<file path="src/dvi_pkg.sv">
// shared timing, bus constants and types for the 640x480 dvi output path.
// the register table assumes a transmitter with a dual-edge 12-bit input and a pixel clock
// below 65 mhz.
package dvi_pkg;

  typedef logic [23:0] pixel_t;    // 8 bits each of red, green and blue.
  typedef logic [63:0] word_t;     // two pixels, in bits 23:0 and 55:32.
  typedef logic [11:0] half_t;
  typedef logic [11:0] coord_t;
  typedef logic [7:0]  iic_byte_t;

  // horizontal timing in pixel clocks.
  localparam int h_visible = 640;
  localparam int h_front   = 16;
  localparam int h_sync    = 96;
  localparam int h_back    = 48;
  localparam int h_total   = h_visible + h_front + h_sync + h_back;

  // vertical timing in lines.
  localparam int v_visible = 480;
  localparam int v_front   = 10;
  localparam int v_sync    = 2;
  localparam int v_back    = 33;
  localparam int v_total   = v_visible + v_front + v_sync + v_back;

  localparam int iic_quarter = 16;  // clocks per quarter of a serial bit.
  localparam logic [6:0] chip_address = 7'h76;

  // each entry is {register, value}, written in this order.
  localparam int reg_count = 4;
  localparam logic [15:0] reg_table [reg_count] = '{
    16'h49c0,  // power up the digital video path.
    16'h3308,  // pll settings for a pixel clock below 65 mhz.
    16'h3416,
    16'h3660
  };

  typedef enum logic [2:0] {
    iic_idle,
    iic_start,
    iic_send_byte,
    iic_ack,
    iic_stop,
    iic_done
  } iic_state_t;

  typedef enum logic {
    init_configure,
    init_run
  } init_state_t;

endpackage

</file>
<file path="src/dvi_ddr_out.sv">
// output stage with one cycle of latency for pixel, enable and syncs.
// dvi_d carries bits 11:0 while clock is high and bits 23:12 while it is low.
`timescale 1ns/1ps

module dvi_ddr_out (
  input  logic            clock,
  input  logic            reset,
  input  dvi_pkg::pixel_t pixel,
  input  logic            pixel_valid,
  input  logic            hs,
  input  logic            vs,
  output dvi_pkg::half_t  dvi_d,
  output logic            dvi_de,
  output logic            dvi_hs,
  output logic            dvi_vs,
  output logic            dvi_xclk_p,
  output logic            dvi_xclk_n
);

  dvi_pkg::pixel_t pixel_q;

  always_ff @(posedge clock) begin
    pixel_q <= pixel_valid ? pixel : '0;  // blank pixels go out as black.
  end

  always_ff @(posedge clock or posedge reset) begin
    if (reset) begin
      dvi_de <= 1'b0;
      dvi_hs <= 1'b1;
      dvi_vs <= 1'b1;
    end else begin
      dvi_de <= pixel_valid;
      dvi_hs <= hs;
      dvi_vs <= vs;
    end
  end

  // the transmitter latches one half on each edge of its clock.
  assign dvi_d = clock ? pixel_q[11:0] : pixel_q[23:12];

  // plain logic clock pair; a real board would use a proper output register here.
  assign dvi_xclk_p = clock;
  assign dvi_xclk_n = ~clock;

endmodule

</file>
<file path="config.mk">
export PLATFORM = sky130hd
export DESIGN_NAME = dvi_ddr_out
export DESIGN_NICKNAME = d
export VERILOG_FILES = /design/src/dvi_pkg.sv /design/src/dvi_ddr_out.sv
export SDC_FILE = /design/constraint.sdc
export NUM_CORES = 1
export LEC_CHECK = 0
export ABC_AREA = 1
export BUFFER_PORTS_ARGS = -buffer_cell sky130_fd_sc_hd__clkbuf_2
export CAP_MARGIN = 20
export CORE_UTILIZATION = 39
export CTS_CLUSTER_SIZE = 14
export DETAILED_ROUTE_END_ITERATION = 10
export PLACE_DENSITY = 0.8
export SLEW_MARGIN = 20
export SYNTH_ARGS = -nofsm -noshare
export SYNTH_HDL_FRONTEND = slang
export SYNTH_SLANG_ARGS = --single-unit
</file>
<file path="constraint.sdc">
create_clock -name clock -period 0.8 [get_ports clock]
set_input_delay 0.04 -clock clock [delete_from_list [all_inputs] [get_ports clock]]
set_output_delay 0.04 -clock clock [all_outputs]
set_load 0.01 [all_outputs]
</file>
==> impl.org, run 1 <==
** Run status
- The run finished, with violations left.
- Violations in the final reports :: negative setup slack

** Placed design
- Detailed placement ended at an HPWL of 1120 um.
- Number of placed instances with taps included :: 186
- At the end of routability-driven placement, the weighted congestion stood at 0.697.
- Number of buffer cells added on primary ports :: 45

** CTS
- TritonCTS built the clock tree.
- Clock input transition at the sequential cells of the worst setup and hold paths :: 0.06 ns

** Floorplanning
- I/O pin count :: 46
- Core Area :: 2230 um^2
- The initialized floorplan defines 17 standard-cell rows.
- The floorplan step set the die width to 50.8 um.
- Initial cell density of the core :: 41.6%
- The floorplan step defined a die boundary enclosing 2580 um^2.
- Chip height :: 50.8 um

** Critical path
- The critical path contains buffers and inverters numbering 4 combined.
- Cell Chain, Critical Path :: buf_8 -> buf_8 -> buf_8 -> nand2_2 -> nand2_1 -> clkbuf_2
- The largest individual stage delay along the critical path comes from the cell sky130_fd_sc_hd__clkbuf_2.
- Delay of the slowest critical-path stage :: 0.13 ns
- The worst setup path is launched from a clock port.
- Crit path max-delay family :: buffers and inverters
- Crit path kind :: clock port to output pin
- For the worst setup path, the data arrival time is 1.01 ns.
- Highest fanout seen on the critical path :: 5
- Among the stages of the critical path, the cell type that occurs most often is sky130_fd_sc_hd__buf_8.
- Worst setup EP type :: output pin
- WP data required :: 0.76 ns

** Global routing
- Number of antenna violations at the first check in global routing :: 0
- For this run, the total global-route usage over all layers was measured as 25.4%.
- The first global-routing pass estimated 4390 um of wire.
- The via count of the first global-routing pass came to 1368.
- GRT overflow :: 0
- Maximum number of pins on one net before global-route repair :: 26

** Timing
- Slew Limit Headroom :: 69.2%
- Setup ws final :: -0.248 ns
- The final hold violation count is 0.
- Setup violations remaining at the end of the flow were counted as 41.
- Setup repair after global routing could not meet its margin everywhere.
- Worst Tran Pin Value :: 0.462 ns
- Number of max-slew violations in the final report :: 0

** Final layout
- The net count of the finished layout is 244.
- The post-route netlist has 53.7% of its cells at a drive strength greater than 1.
- The area growth from synthesis to layout is 107%.
- Once layout is complete, the utilization of the core stands at 86.0%.
- Leaving out fill and tap cells, the most frequent cell in the layout is sky130_fd_sc_hd__nand2_1.
- The count of cells in the finished layout, fillers not included, comes to 246.
- The top cell types in the final layout, fill and taps aside, are 43 x sky130_fd_sc_hd__nand2_1, 32 x sky130_fd_sc_hd__clkbuf_2, 27 x sky130_fd_sc_hd__dlygate4sd3_1.
- Number of diodes :: 0

** Yosys
- Synthesized instance count :: 118
- The average instance in the mapped netlist occupies 7.88 um^2.
- When the netlist entered floorplanning its net count stood at 147.
- Flip-flop and latch count after synthesis :: 27
- Cell Area, Synth :: 930 um^2
- Yosys warnings :: 0
- For this run, the register share of the synthesized area comes to 60.0%.
- Number of distinct library cells after synthesis :: 8

** Drt
- Drt drc :: 0
- The pre-antenna-repair detailed-routing pass consisted of 4 iterations.
- In the final routed layout, each cell accounts on average for 13.9 um.
- Vias per Instance :: 4.61
- For this block, the routed nets add up to 3420 um of wire.
- Across all layers, the routed design uses 1133 vias.
- The first routing iteration left 17 violations.
- Antenna Violating Nets Remaining :: 0

** Power and ir drop
- Total power after layout :: 8.01 mW
- In this run the power density over the cells is 4170 nW/um^2.
- The analysis attributes to cell leakage a power of 1.15 nW.
- Max IR drop VDD :: 3820 uV

** Run
- Across the run, the number of max-cap violations was 0.

** Min path
- The path class of the tightest hold or removal check is input port to async pin.
[where the power goes]
group	leakage [nW]	total [mW]	internal, mW	switching, mW
logic	0.491	0.278	0.165	0.113
registers	0.238	1.47	1.44	0.0351
clock network	0.419	6.26	3.65	2.61
[final timing paths]
kind | start | endpoint | slack [ns] | depth (start not counted)
max | clock | dvi_d[4] | -0.25 | 6
min | reset | dvi_de | 0.17 | 3
max in group asynchronous | reset | dvi_hs | 0.36 | 3
min in group clock | pixel_valid | dvi_de | 0.20 | 1
[cells in the mapped netlist]
master	count	area (um^2)
sky130_fd_sc_hd__dfrtp_1	1	25.0
sky130_fd_sc_hd__nand2_1	60	225
sky130_fd_sc_hd__inv_1	25	93.8
sky130_fd_sc_hd__inv_2	1	3.75
sky130_fd_sc_hd__buf_6	3	33.8
sky130_fd_sc_hd__dfstp_2	2	52.6
sky130_fd_sc_hd__dfxtp_1	24	480
sky130_fd_sc_hd__buf_4	2	15.0
[registers in the layout, summed over array words and instances (netlist names)]
| register | count |
|---|---|
| pixel_q | 24 |
| dvi_de | 1 |
| dvi_hs | 1 |
| dvi_vs | 1 |
[what timing repair did]
| action | 4_1_cts | 5_1_grt |
|---|---|---|
| cloned | 2 | 1 |
| endpoints found under the hold margin | 29 | 0 |
| pin swaps | 12 | 3 |
| buffers inserted | 0 | 1 |
| resized for setup | 35 | 51 |
| hold buffers | 27 | 0 |
| endpoints found under the setup margin | 41 | 41 |
[stage by stage]
stage | cell area [um^2] | setup TNS, ns | setup slack, ns | hold WS (ns)
finish | 1920 | -2.89 | -0.248 | 0.169
CTS | 1790 | -3.72 | -0.262 | 0.112
detailed placement | 1140 | 0 | 0.0191 | -0.107
global placement | 1140 | 0 | 0.0191 | -0.120
global route | 1920 | -3.33 | -0.276 | 0.177
floorplan | 930 | 0 | 0.0383 | -0.208
[cell type report]
| type | count | area, um^2 |
|---|---|---|
| fillers | 95 | 313 |
| clock buffers | 32 | 385 |
| clock inverters | 16 | 97.6 |
| repair buffers | 58 | 438 |
| inverters | 25 | 93.8 |
| flip-flops and latches | 27 | 583 |
| multi-input cells | 60 | 288 |
| well taps | 28 | 35.0 |
[per-layer routing]
metal / vias up / wire length, um / global-route usage [%]
met5: - / 0 / 0
met3: 14 / 261 / 24.1
li1: 524 / - / -
met1: 528 / 1160 / 16.6
met2: 67 / 1890 / 34.2
met4: 0 / 104 / 35.6
[logic make-up (layout without fill, tap and decap cells)]
| kind of cell | count (synthesis) | in the layout | synth area share (%) |
|---|---|---|---|
| simple gates | 60 | 60 | 24.2 |
| buf+inv | 31 | 131 | 15.7 |
| flops | 27 | 27 | 60.0 |
Power figures use the tool's default switching activity.
==> run 2: changes to the inputs <==
--- a/config.mk
+++ b/config.mk
@@ -12,6 +12,7 @@
 export CTS_CLUSTER_SIZE = 14
 export DETAILED_ROUTE_END_ITERATION = 10
 export PLACE_DENSITY = 0.8
+export SETUP_SLACK_MARGIN = 0.05
 export SLEW_MARGIN = 20
 export SYNTH_ARGS = -nofsm -noshare
 export SYNTH_HDL_FRONTEND = slang
==> impl.org, run 2 (synthesis gave the netlist of run 1 again) <==
** Placed design
- The number of instances in the placed design came to 186 (unchanged).
- Routability-driven placement congestion ratio :: 0.687 (was 0.697)
- The number of input and output port buffers inserted is 45 (unchanged).
- The estimated wirelength of the detail-placed design is 1160 um (was 1120 um).

** Power and ir drop
- Reg power frac :: 19.3% (was 18.4%)
- The worst vdd rail ir drop is 3470 uV (was 3820 uV).
- Cell internal pwr :: 5.00 mW (was 5.26 mW)
- The leakage power of the design was 1.15 nW (about the same).
- The switching power summed over all nets came to 2.63 mW (was 2.75 mW).
- The combinational share of power is 3.5% (about the same).
- The switching power as a share of total power is 34.5% (was 34.4%).
- The part of the total power dissipated in the clock network is 77.2% (was 78.1%).
- The power density relative to cell area is 3960 nW/um^2 (was 4170 nW/um^2).

** Final layout
- Leading cell type in the layout, fill and taps excluded :: sky130_fd_sc_hd__nand2_1 (unchanged)
- The number of flip-flops under the largest register name came to 24 (unchanged).
- Filler-free cell count of the finished design :: 244 (was 246)
- Number of nets in the layout :: 242 (was 244)
- Syn-to-layout area delta :: 107% (about the same)
- Commonest cells after routing, fill and taps aside: 37 x sky130_fd_sc_hd__nand2_1, 31 x sky130_fd_sc_hd__clkbuf_2, 27 x sky130_fd_sc_hd__dlygate4sd3_1 (was 43 x sky130_fd_sc_hd__nand2_1, 32 x sky130_fd_sc_hd__clkbuf_2, 27 x sky130_fd_sc_hd__dlygate4sd3_1).
- Largest register by flop count :: pixel_q (unchanged)
- Fraction of layout cells with a size suffix above 1 :: 54.6% (was 53.7%)
- The final antenna diode count was 0 (unchanged).

** Global routing
- Via count of the first global-routing pass :: 1243 (was 1368)
- GRT overflow :: 0 (unchanged)
- Maximum number of pins on one net before global-route repair :: 26 (unchanged)
- Overall fraction of global-route tracks in use :: 23.1% (was 25.4%)
- Number of antenna violations at the first check in global routing :: 0 (unchanged)
- The global-route wire length before repair was 4090 um (was 4390 um).

** Drt
- Antenna Violating Nets Remaining :: 0 (unchanged)
- Routed wire length :: 2940 um (was 3420 um)
- Detailed-router iteration count before antenna repair :: 4 (unchanged)
- The total met3 wirelength after detailed routing came to 170 um (was 261 um).
- First DRT Iteration DRCs :: 17 (unchanged)
- The routed via count divided by cell count was 4.36 (was 4.61).
- The highest layer used for signal routing is met4 (unchanged).
- Routed wirelength normalized by instance count :: 12.1 um (was 13.9 um)
- The count of vias placed by the detailed router was 1064 (was 1133).
- Drt drc :: 0 (unchanged)
- The wire length the detailed router placed on met1 is 900 um (was 1160 um).
- The detailed-routed wire length on met2 is 1710 um (was 1890 um).

** Floorplanning
- The area of the die came to 2580 um^2 (unchanged).
- The initial standard-cell utilization of the core is 41.6% (unchanged).
- Core Area :: 2230 um^2 (unchanged)
- Chip height :: 50.8 um (unchanged)
- Chip width :: 50.8 um (unchanged)
- The number of ports placed on the die boundary came to 46 (unchanged).
- The cell row count came to 17 (unchanged).

** Critical path
- The arrival time at the worst endpoint was 0.97 ns (was 1.01 ns).
- The kind of start point of the critical path is a clock port (unchanged).
- WP data required :: 0.76 ns (about the same)
- The peak fanout along the critical path is 4 (was 5).
- Crit path kind :: clock port to output pin (unchanged)
- Origin of the worst setup path :: clock (unchanged)
- The type of destination of the critical path is an output pin (unchanged).

** Timing
- Setup Viol. Count Final :: 41 (unchanged)
- The setup TNS is -2.81 ns (was -2.89 ns).
- The slew of the pin with the lowest slew margin was 0.476 ns (was 0.462 ns).
- Total count of hold-check failures in the final report :: 0 (unchanged)
- The relative max-transition margin is 68.3% (was 69.2%).
- Setup ws final :: -0.214 ns (was -0.248 ns)
- Minimum hold slack :: 0.168 ns (was 0.169 ns)
- Unrepaired setup endpoints after global routing :: true (unchanged)
- The final-report max-slew violation count was 0 (unchanged).

** Run status
- Violations in the final reports: negative setup slack (unchanged).
- Result of the run: finished, violations left (unchanged).

** CTS
- The post-CTS setup repair buffer count was 0 (unchanged).
- CTS tree :: built (unchanged)
- The clock-pin slew of the registers on the worst-case setup and hold paths was 0.08 ns (was 0.06 ns).

** Run
- The number of maximum-capacitance violations was 0 (unchanged).

** Min path
- The type of the tightest min-delay check was input port to async pin (unchanged).
## run 2: what timing repair did
action | 4_1_cts | 5_1_grt
resized for setup | 26 | 63
endpoints found under the setup margin | 41 | 41
pin swaps | 3 | 9
hold buffers | 27 | 0
gates cloned | 0 | 2
endpoints found under the hold margin | 29 | 0
## run 2: stage by stage
stage / util [%] / instance area (um^2) / power [mW] / worst slack, ns
after detailed placement: 52.1 / 1160 / 2.69 / 0.00483
after global routing: 86.2 / 1920 / 8.06 / -0.241
after global placement: 52.1 / 1160 / 2.68 / 0.00483
after CTS: 77.9 / 1740 / 6.28 / -0.267
final: 86.2 / 1920 / 7.63 / -0.214
after floorplan: - / 952 / 2.62 / 0.0470
## run 2: worst max path at each step
stage                      to  slack (ns)  cells past startpoint
finish               dvi_d[1]       -0.21                      6
floorplan           dvi_d[10]        0.05                      4
detailed placement  dvi_d[10]       0.005                      4
global placement    dvi_d[10]       0.005                      4
CTS                 dvi_d[10]       -0.27                      6
global route         dvi_d[5]       -0.24                      6
## run 2: per-layer routing
metal	vias up	GRT usage, %
met5	-	0
met1	481	13.4
met4	0	33.3
li1	518	-
met2	49	34.4
met3	16	19.6
## run 2: area by class of cell
| type | instances | area, um^2 |
|---|---|---|
| inverter | 25 | 93.8 |
| sequential | 27 | 582 |
| clock buffer | 32 | 374 |
| clock inverter | 14 | 78.8 |
| tap | 28 | 35.0 |
| fill | 124 | 309 |
| timing repair buffer | 58 | 438 |
| multi-input combinational | 60 | 323 |
## run 2: critical path, stage by stage
cell                      delay (ns)
sky130_fd_sc_hd__buf_8          0.10
sky130_fd_sc_hd__buf_8          0.12
sky130_fd_sc_hd__buf_8          0.13
sky130_fd_sc_hd__nand2_4        0.06
sky130_fd_sc_hd__nand2_2        0.05
sky130_fd_sc_hd__buf_6          0.11
## run 2: power groups by stage
stage / logic (mW) / clock network, mW / registers, mW
2_1_floorplan: 0.0630 / 1.09 / 1.47
3_3_place_gp: 0.138 / 1.08 / 1.47
3_5_place_dp: 0.145 / 1.08 / 1.47
4_1_cts: 0.248 / 4.59 / 1.45
5_1_grt: 0.298 / 6.28 / 1.48
6_report: 0.270 / 5.89 / 1.47
==> run 3: changes to the inputs <==
--- a/config.mk
+++ b/config.mk
@@ -8,10 +8,10 @@
 export ABC_AREA = 1
 export BUFFER_PORTS_ARGS = -buffer_cell sky130_fd_sc_hd__clkbuf_2
 export CAP_MARGIN = 20
-export CORE_UTILIZATION = 39
+export CORE_UTILIZATION = 47
 export CTS_CLUSTER_SIZE = 14
 export DETAILED_ROUTE_END_ITERATION = 10
-export PLACE_DENSITY = 0.8
+export PLACE_DENSITY = 0.9
 export SETUP_SLACK_MARGIN = 0.05
 export SLEW_MARGIN = 20
 export SYNTH_ARGS = -nofsm -noshare
==> constraint.sdc (replaced) <==
create_clock -name clock -period 1.2 [get_ports clock]
set_input_delay 0.06 -clock clock [delete_from_list [all_inputs] [get_ports clock]]
set_output_delay 0.06 -clock clock [all_outputs]
set_load 0.01 [all_outputs]
==> impl.org, run 3 <==
** Run status
- Result of the run :: stopped before the end (was finished, violations left)
- The stage where the run came to a stop is 4_1_cts.
- First error line in the log :: [ERROR DPL-0033] detailed placement checks failed during check placement.

** Yosys
- Synthesized instance count :: 118 (unchanged)
- The post-synthesis instance area was 930 um^2 (unchanged).
- The async set-reset flop share out of synthesis is 11.1% (unchanged).
- The post-synthesis sequential element count is 27 (unchanged).
- Synthesized-area fraction occupied by ao, oa, aoi and oai cells :: 0% (unchanged)
- The register area share after synthesis is 60.0% (unchanged).
- Yosys warnings :: 0 (unchanged)
- Xor/xnor cell area share of the yosys netlist :: 0% (unchanged)
- The share of synthesized cell area in full adder, half adder and majority cells was 0% (unchanged).
- The combinational family with the most area after synthesis was simple AND/OR/NAND/NOR gates (unchanged).
- The dominant cell by count in the synthesized netlist is sky130_fd_sc_hd__nand2_1 (unchanged).
- Synth top area cells :: sky130_fd_sc_hd__dfxtp_1 52%, sky130_fd_sc_hd__nand2_1 24%, sky130_fd_sc_hd__inv_1 10% (unchanged)
- Number of distinct library cells after synthesis :: 8 (unchanged)
- Post-synth top area share :: 51.7% (unchanged)
- Synth top cells by count: 60 x sky130_fd_sc_hd__nand2_1, 25 x sky130_fd_sc_hd__inv_1, 24 x sky130_fd_sc_hd__dfxtp_1 (unchanged).
- The fraction of synthesized area in multiplexers was 0% (unchanged).
- Synth Area in Simple Gates :: 24.2% (unchanged)
- The synthesized area divided by synthesized cell count came to 7.88 um^2 (unchanged).
- Number of enable flip-flop cells after synthesis :: 0 (unchanged)
- Main flop type after synthesis :: sky130_fd_sc_hd__dfxtp_1 (unchanged)
- The cell type with the largest total area after synthesis is sky130_fd_sc_hd__dfxtp_1 (unchanged).
- The net count after synthesis came to 147 (unchanged).

** Floorplanning
- Number of rows in the core area :: 15 (was 17)
- The width of the die was 46.5 um (was 50.8 um).
- The number of ports placed on the die boundary came to 46 (unchanged).
- The initial standard-cell utilization of the core was 52.1% (was 41.6%).
- Chip height :: 46.5 um (was 50.8 um)

** Placed design
- The number of input and output port buffers inserted came to 45 (unchanged).
- The post-place setup slack came to 0.199 ns (was 0.00483 ns).
- The estimated wirelength of the detail-placed design is 1090 um (was 1160 um).
- Routability-driven placement congestion ratio :: 0.584 (was 0.687)

** CTS
- Number of gates given a new drive strength after cts :: 20 (was 26)
- Hold-fix buffer count after cts :: 27 (unchanged)
- Number of buffers added for setup after CTS :: 2 (was 0)
-- run 3: cell counts after synthesis --
No cell type changed its count.
-- run 3: metrics by stage --
step	util, %	cells	hold slack, ns	cell area [um^2]
floorplan	-	118	-0.188	930
global placement	63.8	183	-0.100	1140
detailed placement	63.8	183	-0.0949	1140
-- run 3: kinds of logic after synthesis --
family,Yosys count
and+or+nand+nor,60
buffers and inverters,31
DFF,27
==> run 4: changes to the inputs <==
--- a/config.mk
+++ b/config.mk
@@ -8,11 +8,10 @@
 export ABC_AREA = 1
 export BUFFER_PORTS_ARGS = -buffer_cell sky130_fd_sc_hd__clkbuf_2
 export CAP_MARGIN = 20
-export CORE_UTILIZATION = 47
-export CTS_CLUSTER_SIZE = 14
+export CORE_AREA = 2 2 63 65
 export DETAILED_ROUTE_END_ITERATION = 10
-export PLACE_DENSITY = 0.9
-export SETUP_SLACK_MARGIN = 0.05
+export DIE_AREA = 0 0 65 67
+export PLACE_DENSITY_LB_ADDON = 0.15
 export SLEW_MARGIN = 20
 export SYNTH_ARGS = -nofsm -noshare
 export SYNTH_HDL_FRONTEND = slang
==> impl.org, run 4 (synthesis gave the netlist of run 1 again) <==
** Run status
- Result of the run: finished, violations left (was stopped before the end).
- Violations in the final reports :: negative setup slack

** Drt
- Detailed routing inserted a total of 981 vias.
- Routed wirelength normalized by instance count :: 8.41 um
- For this run, design rule violations remaining after detail routing come to 0.
- Once detail routing completed, the nets flagged for antenna violations numbered 0.
- For this block, the initial DRC count from the detailed router was 9.
- For this run, the detailed router's first-pass iteration total came to 4.
- In the routed layout, each cell is associated on average with a via count of 3.70.
- Routed wire length :: 2230 um

** Final layout
- The register with the most flip-flops in the layout has 24 of them.
- Leading cell type in the layout, fill and taps excluded :: sky130_fd_sc_hd__nand2_1
- Number of diodes :: 0
- Counting flops per register, the top entry is pixel_q.
- Cells with a size suffix above 1 make up 45.2% of the layout.
- Once layout is complete, the utilization of the core stands at 53.9%.
- Number of nets in the layout :: 243
- Commonest cells after routing, fill and taps aside :: 40 x sky130_fd_sc_hd__nand2_1, 34 x sky130_fd_sc_hd__clkbuf_2, 27 x sky130_fd_sc_hd__dlygate4sd3_1
- Syn-to-layout area delta :: 109%

** Critical path
- Slowest cell on the critical path :: sky130_fd_sc_hd__clkbuf_16
- For the worst setup path, the data required time is 1.14 ns.
- Crit path kind :: clock port to output pin
- For this run, the slowest stage of the critical path takes 0.15 ns.
- The worst setup path is launched from a clock port.
- Number of buffers and inverters on the critical path :: 4
- The critical path goes through buf_8 -> buf_8 -> clkbuf_16 -> nand2_2 -> nand2_1 -> buf_2.
- Broken down by cell family, the worst path's largest delay share belongs to buffers and inverters.
- Worst Path Arrival :: 1.19 ns
- Highest fanout seen on the critical path :: 5
- The cell that appears most often on the critical path is sky130_fd_sc_hd__buf_8.
- STA classifies the critical path endpoint as an output pin.

** Global routing
- Overall fraction of global-route tracks in use :: 12.7%
- The via count of the first global-routing pass came to 1278.
- The first global-routing pass estimated 3880 um of wire.
- The initial antenna violation count was 0.
- After global routing the overflow that remains totals 0.
- Maximum number of pins on one net before global-route repair :: 26

** Power and ir drop
- For this design the ratio of total power to cell area is 2680 nW/um^2.
- LEAKAGE :: 1.17 nW
- Reg power frac :: 18.6%
- Reported net switching power :: 1.68 mW
- Per report_power, the combinational group accounts for 3.2% of the total.
- Clock share of power :: 78.2%
- Net switching is 32.4% of the power.
- Cell internal power was estimated by the tool at 3.52 mW.
- Max IR drop VDD :: 1240 uV

** Run
- Across the run, the number of max-cap violations was 0.

** Min path
- Hold Path Origin :: pixel_valid
- For hold timing, the worst endpoint is pixel_q[11].
- Hold Crit Class :: input port to flop
- Worst hold path stage count :: 3

** CTS
- After clock tree synthesis, the clock-pin slew on the worst setup and hold paths is 0.08 ns.
- CTS tree :: built

** Floorplanning
- The width of the die was 65 um (was 46.5 um).
- The number of ports placed on the die boundary is 46 (unchanged).
- The die covers 4360 um^2.
- The initial standard-cell utilization of the core was 25.8% (was 52.1%).
- Chip height :: 67 um (was 46.5 um)
- The region available for standard cell placement spans 3610 um^2.
- The cell row count came to 22 (was 15).

** Placed design
- The final RePlAce weighted congestion came to 0.656 (was 0.584).
- The estimated wirelength of the detail-placed design was 1210 um (was 1090 um).
- The number of input and output port buffers inserted came to 45 (unchanged).
- The post-place setup slack was 0.199 ns (about the same).

** Timing
- The final-report max-slew violation count came to 0.
- Setup Viol. Count Final :: 12
- Total count of hold-check failures in the final report :: 0
- Once routing completed, OpenROAD measured the worst setup slack at -0.0455 ns.
- Slew Limit Headroom :: 68.7%
- Unrepaired setup endpoints after global routing :: true
- For the pin with the worst max-slew slack, the measured transition is 0.470 ns.
run 4: final cells by class:
cell class              count  area [um^2]
repair buffers             58          425
multi-input cells          60          310
fillers                   350         1660
inverters                  25         93.8
clock inverters            17          103
clock buffers              30          394
flip-flops and latches     27          558
well taps                  48         60.1
run 4: metal layers:
layer,share of wire (%),global-route usage [%]
met5,0,4.17
met4,0,18.6
met3,11,14.2
met2,52,15.3
met1,37,7.95
run 4: through the flow:
stage / setup TNS (ns) / cell area [um^2] / cells / power, mW / hold slack (ns)
after floorplan: 0 / 930 / 118 / 1.69 / -0.188
after global placement: 0 / 1170 / 206 / 1.73 / -0.0953
after detailed placement: 0 / 1170 / 206 / 1.74 / -0.0911
after CTS: -0.984 / 1830 / 264 / 4.81 / 0.0973
after global routing: -0.712 / 1940 / 265 / 5.58 / 0.199
final: -0.368 / 1940 / 265 / 5.20 / 0.164
run 4: repair_timing:
item,in CTS,in global routing
endpoints found under the setup margin,13,12
hold endpoints to repair,29,0
setup buffers,2,0
cloned,0,1
hold buffers,27,0
gates resized for setup,14,39
pin swaps,9,4
run 4: power by group through the flow:
stage | registers (mW) | clock network [mW] | logic, mW
3_5_place_dp | 0.979 | 0.660 | 0.0988
3_3_place_gp | 0.978 | 0.660 | 0.0960
6_report | 0.969 | 4.07 | 0.164
4_1_cts | 0.962 | 3.68 | 0.167
2_1_floorplan | 0.980 | 0.666 | 0.0420
5_1_grt | 0.973 | 4.42 | 0.187
run 4: worst max-delay path by stage:
stage,end,start,slack [ns],cells after the start
floorplan,dvi_d[10],clock,0.22,4
global placement,dvi_d[10],clock,0.20,4
detailed placement,dvi_d[10],clock,0.20,4
CTS,dvi_d[6],clock,-0.09,6
global route,dvi_d[8],clock,-0.07,6
finish,dvi_d[6],clock,-0.05,6
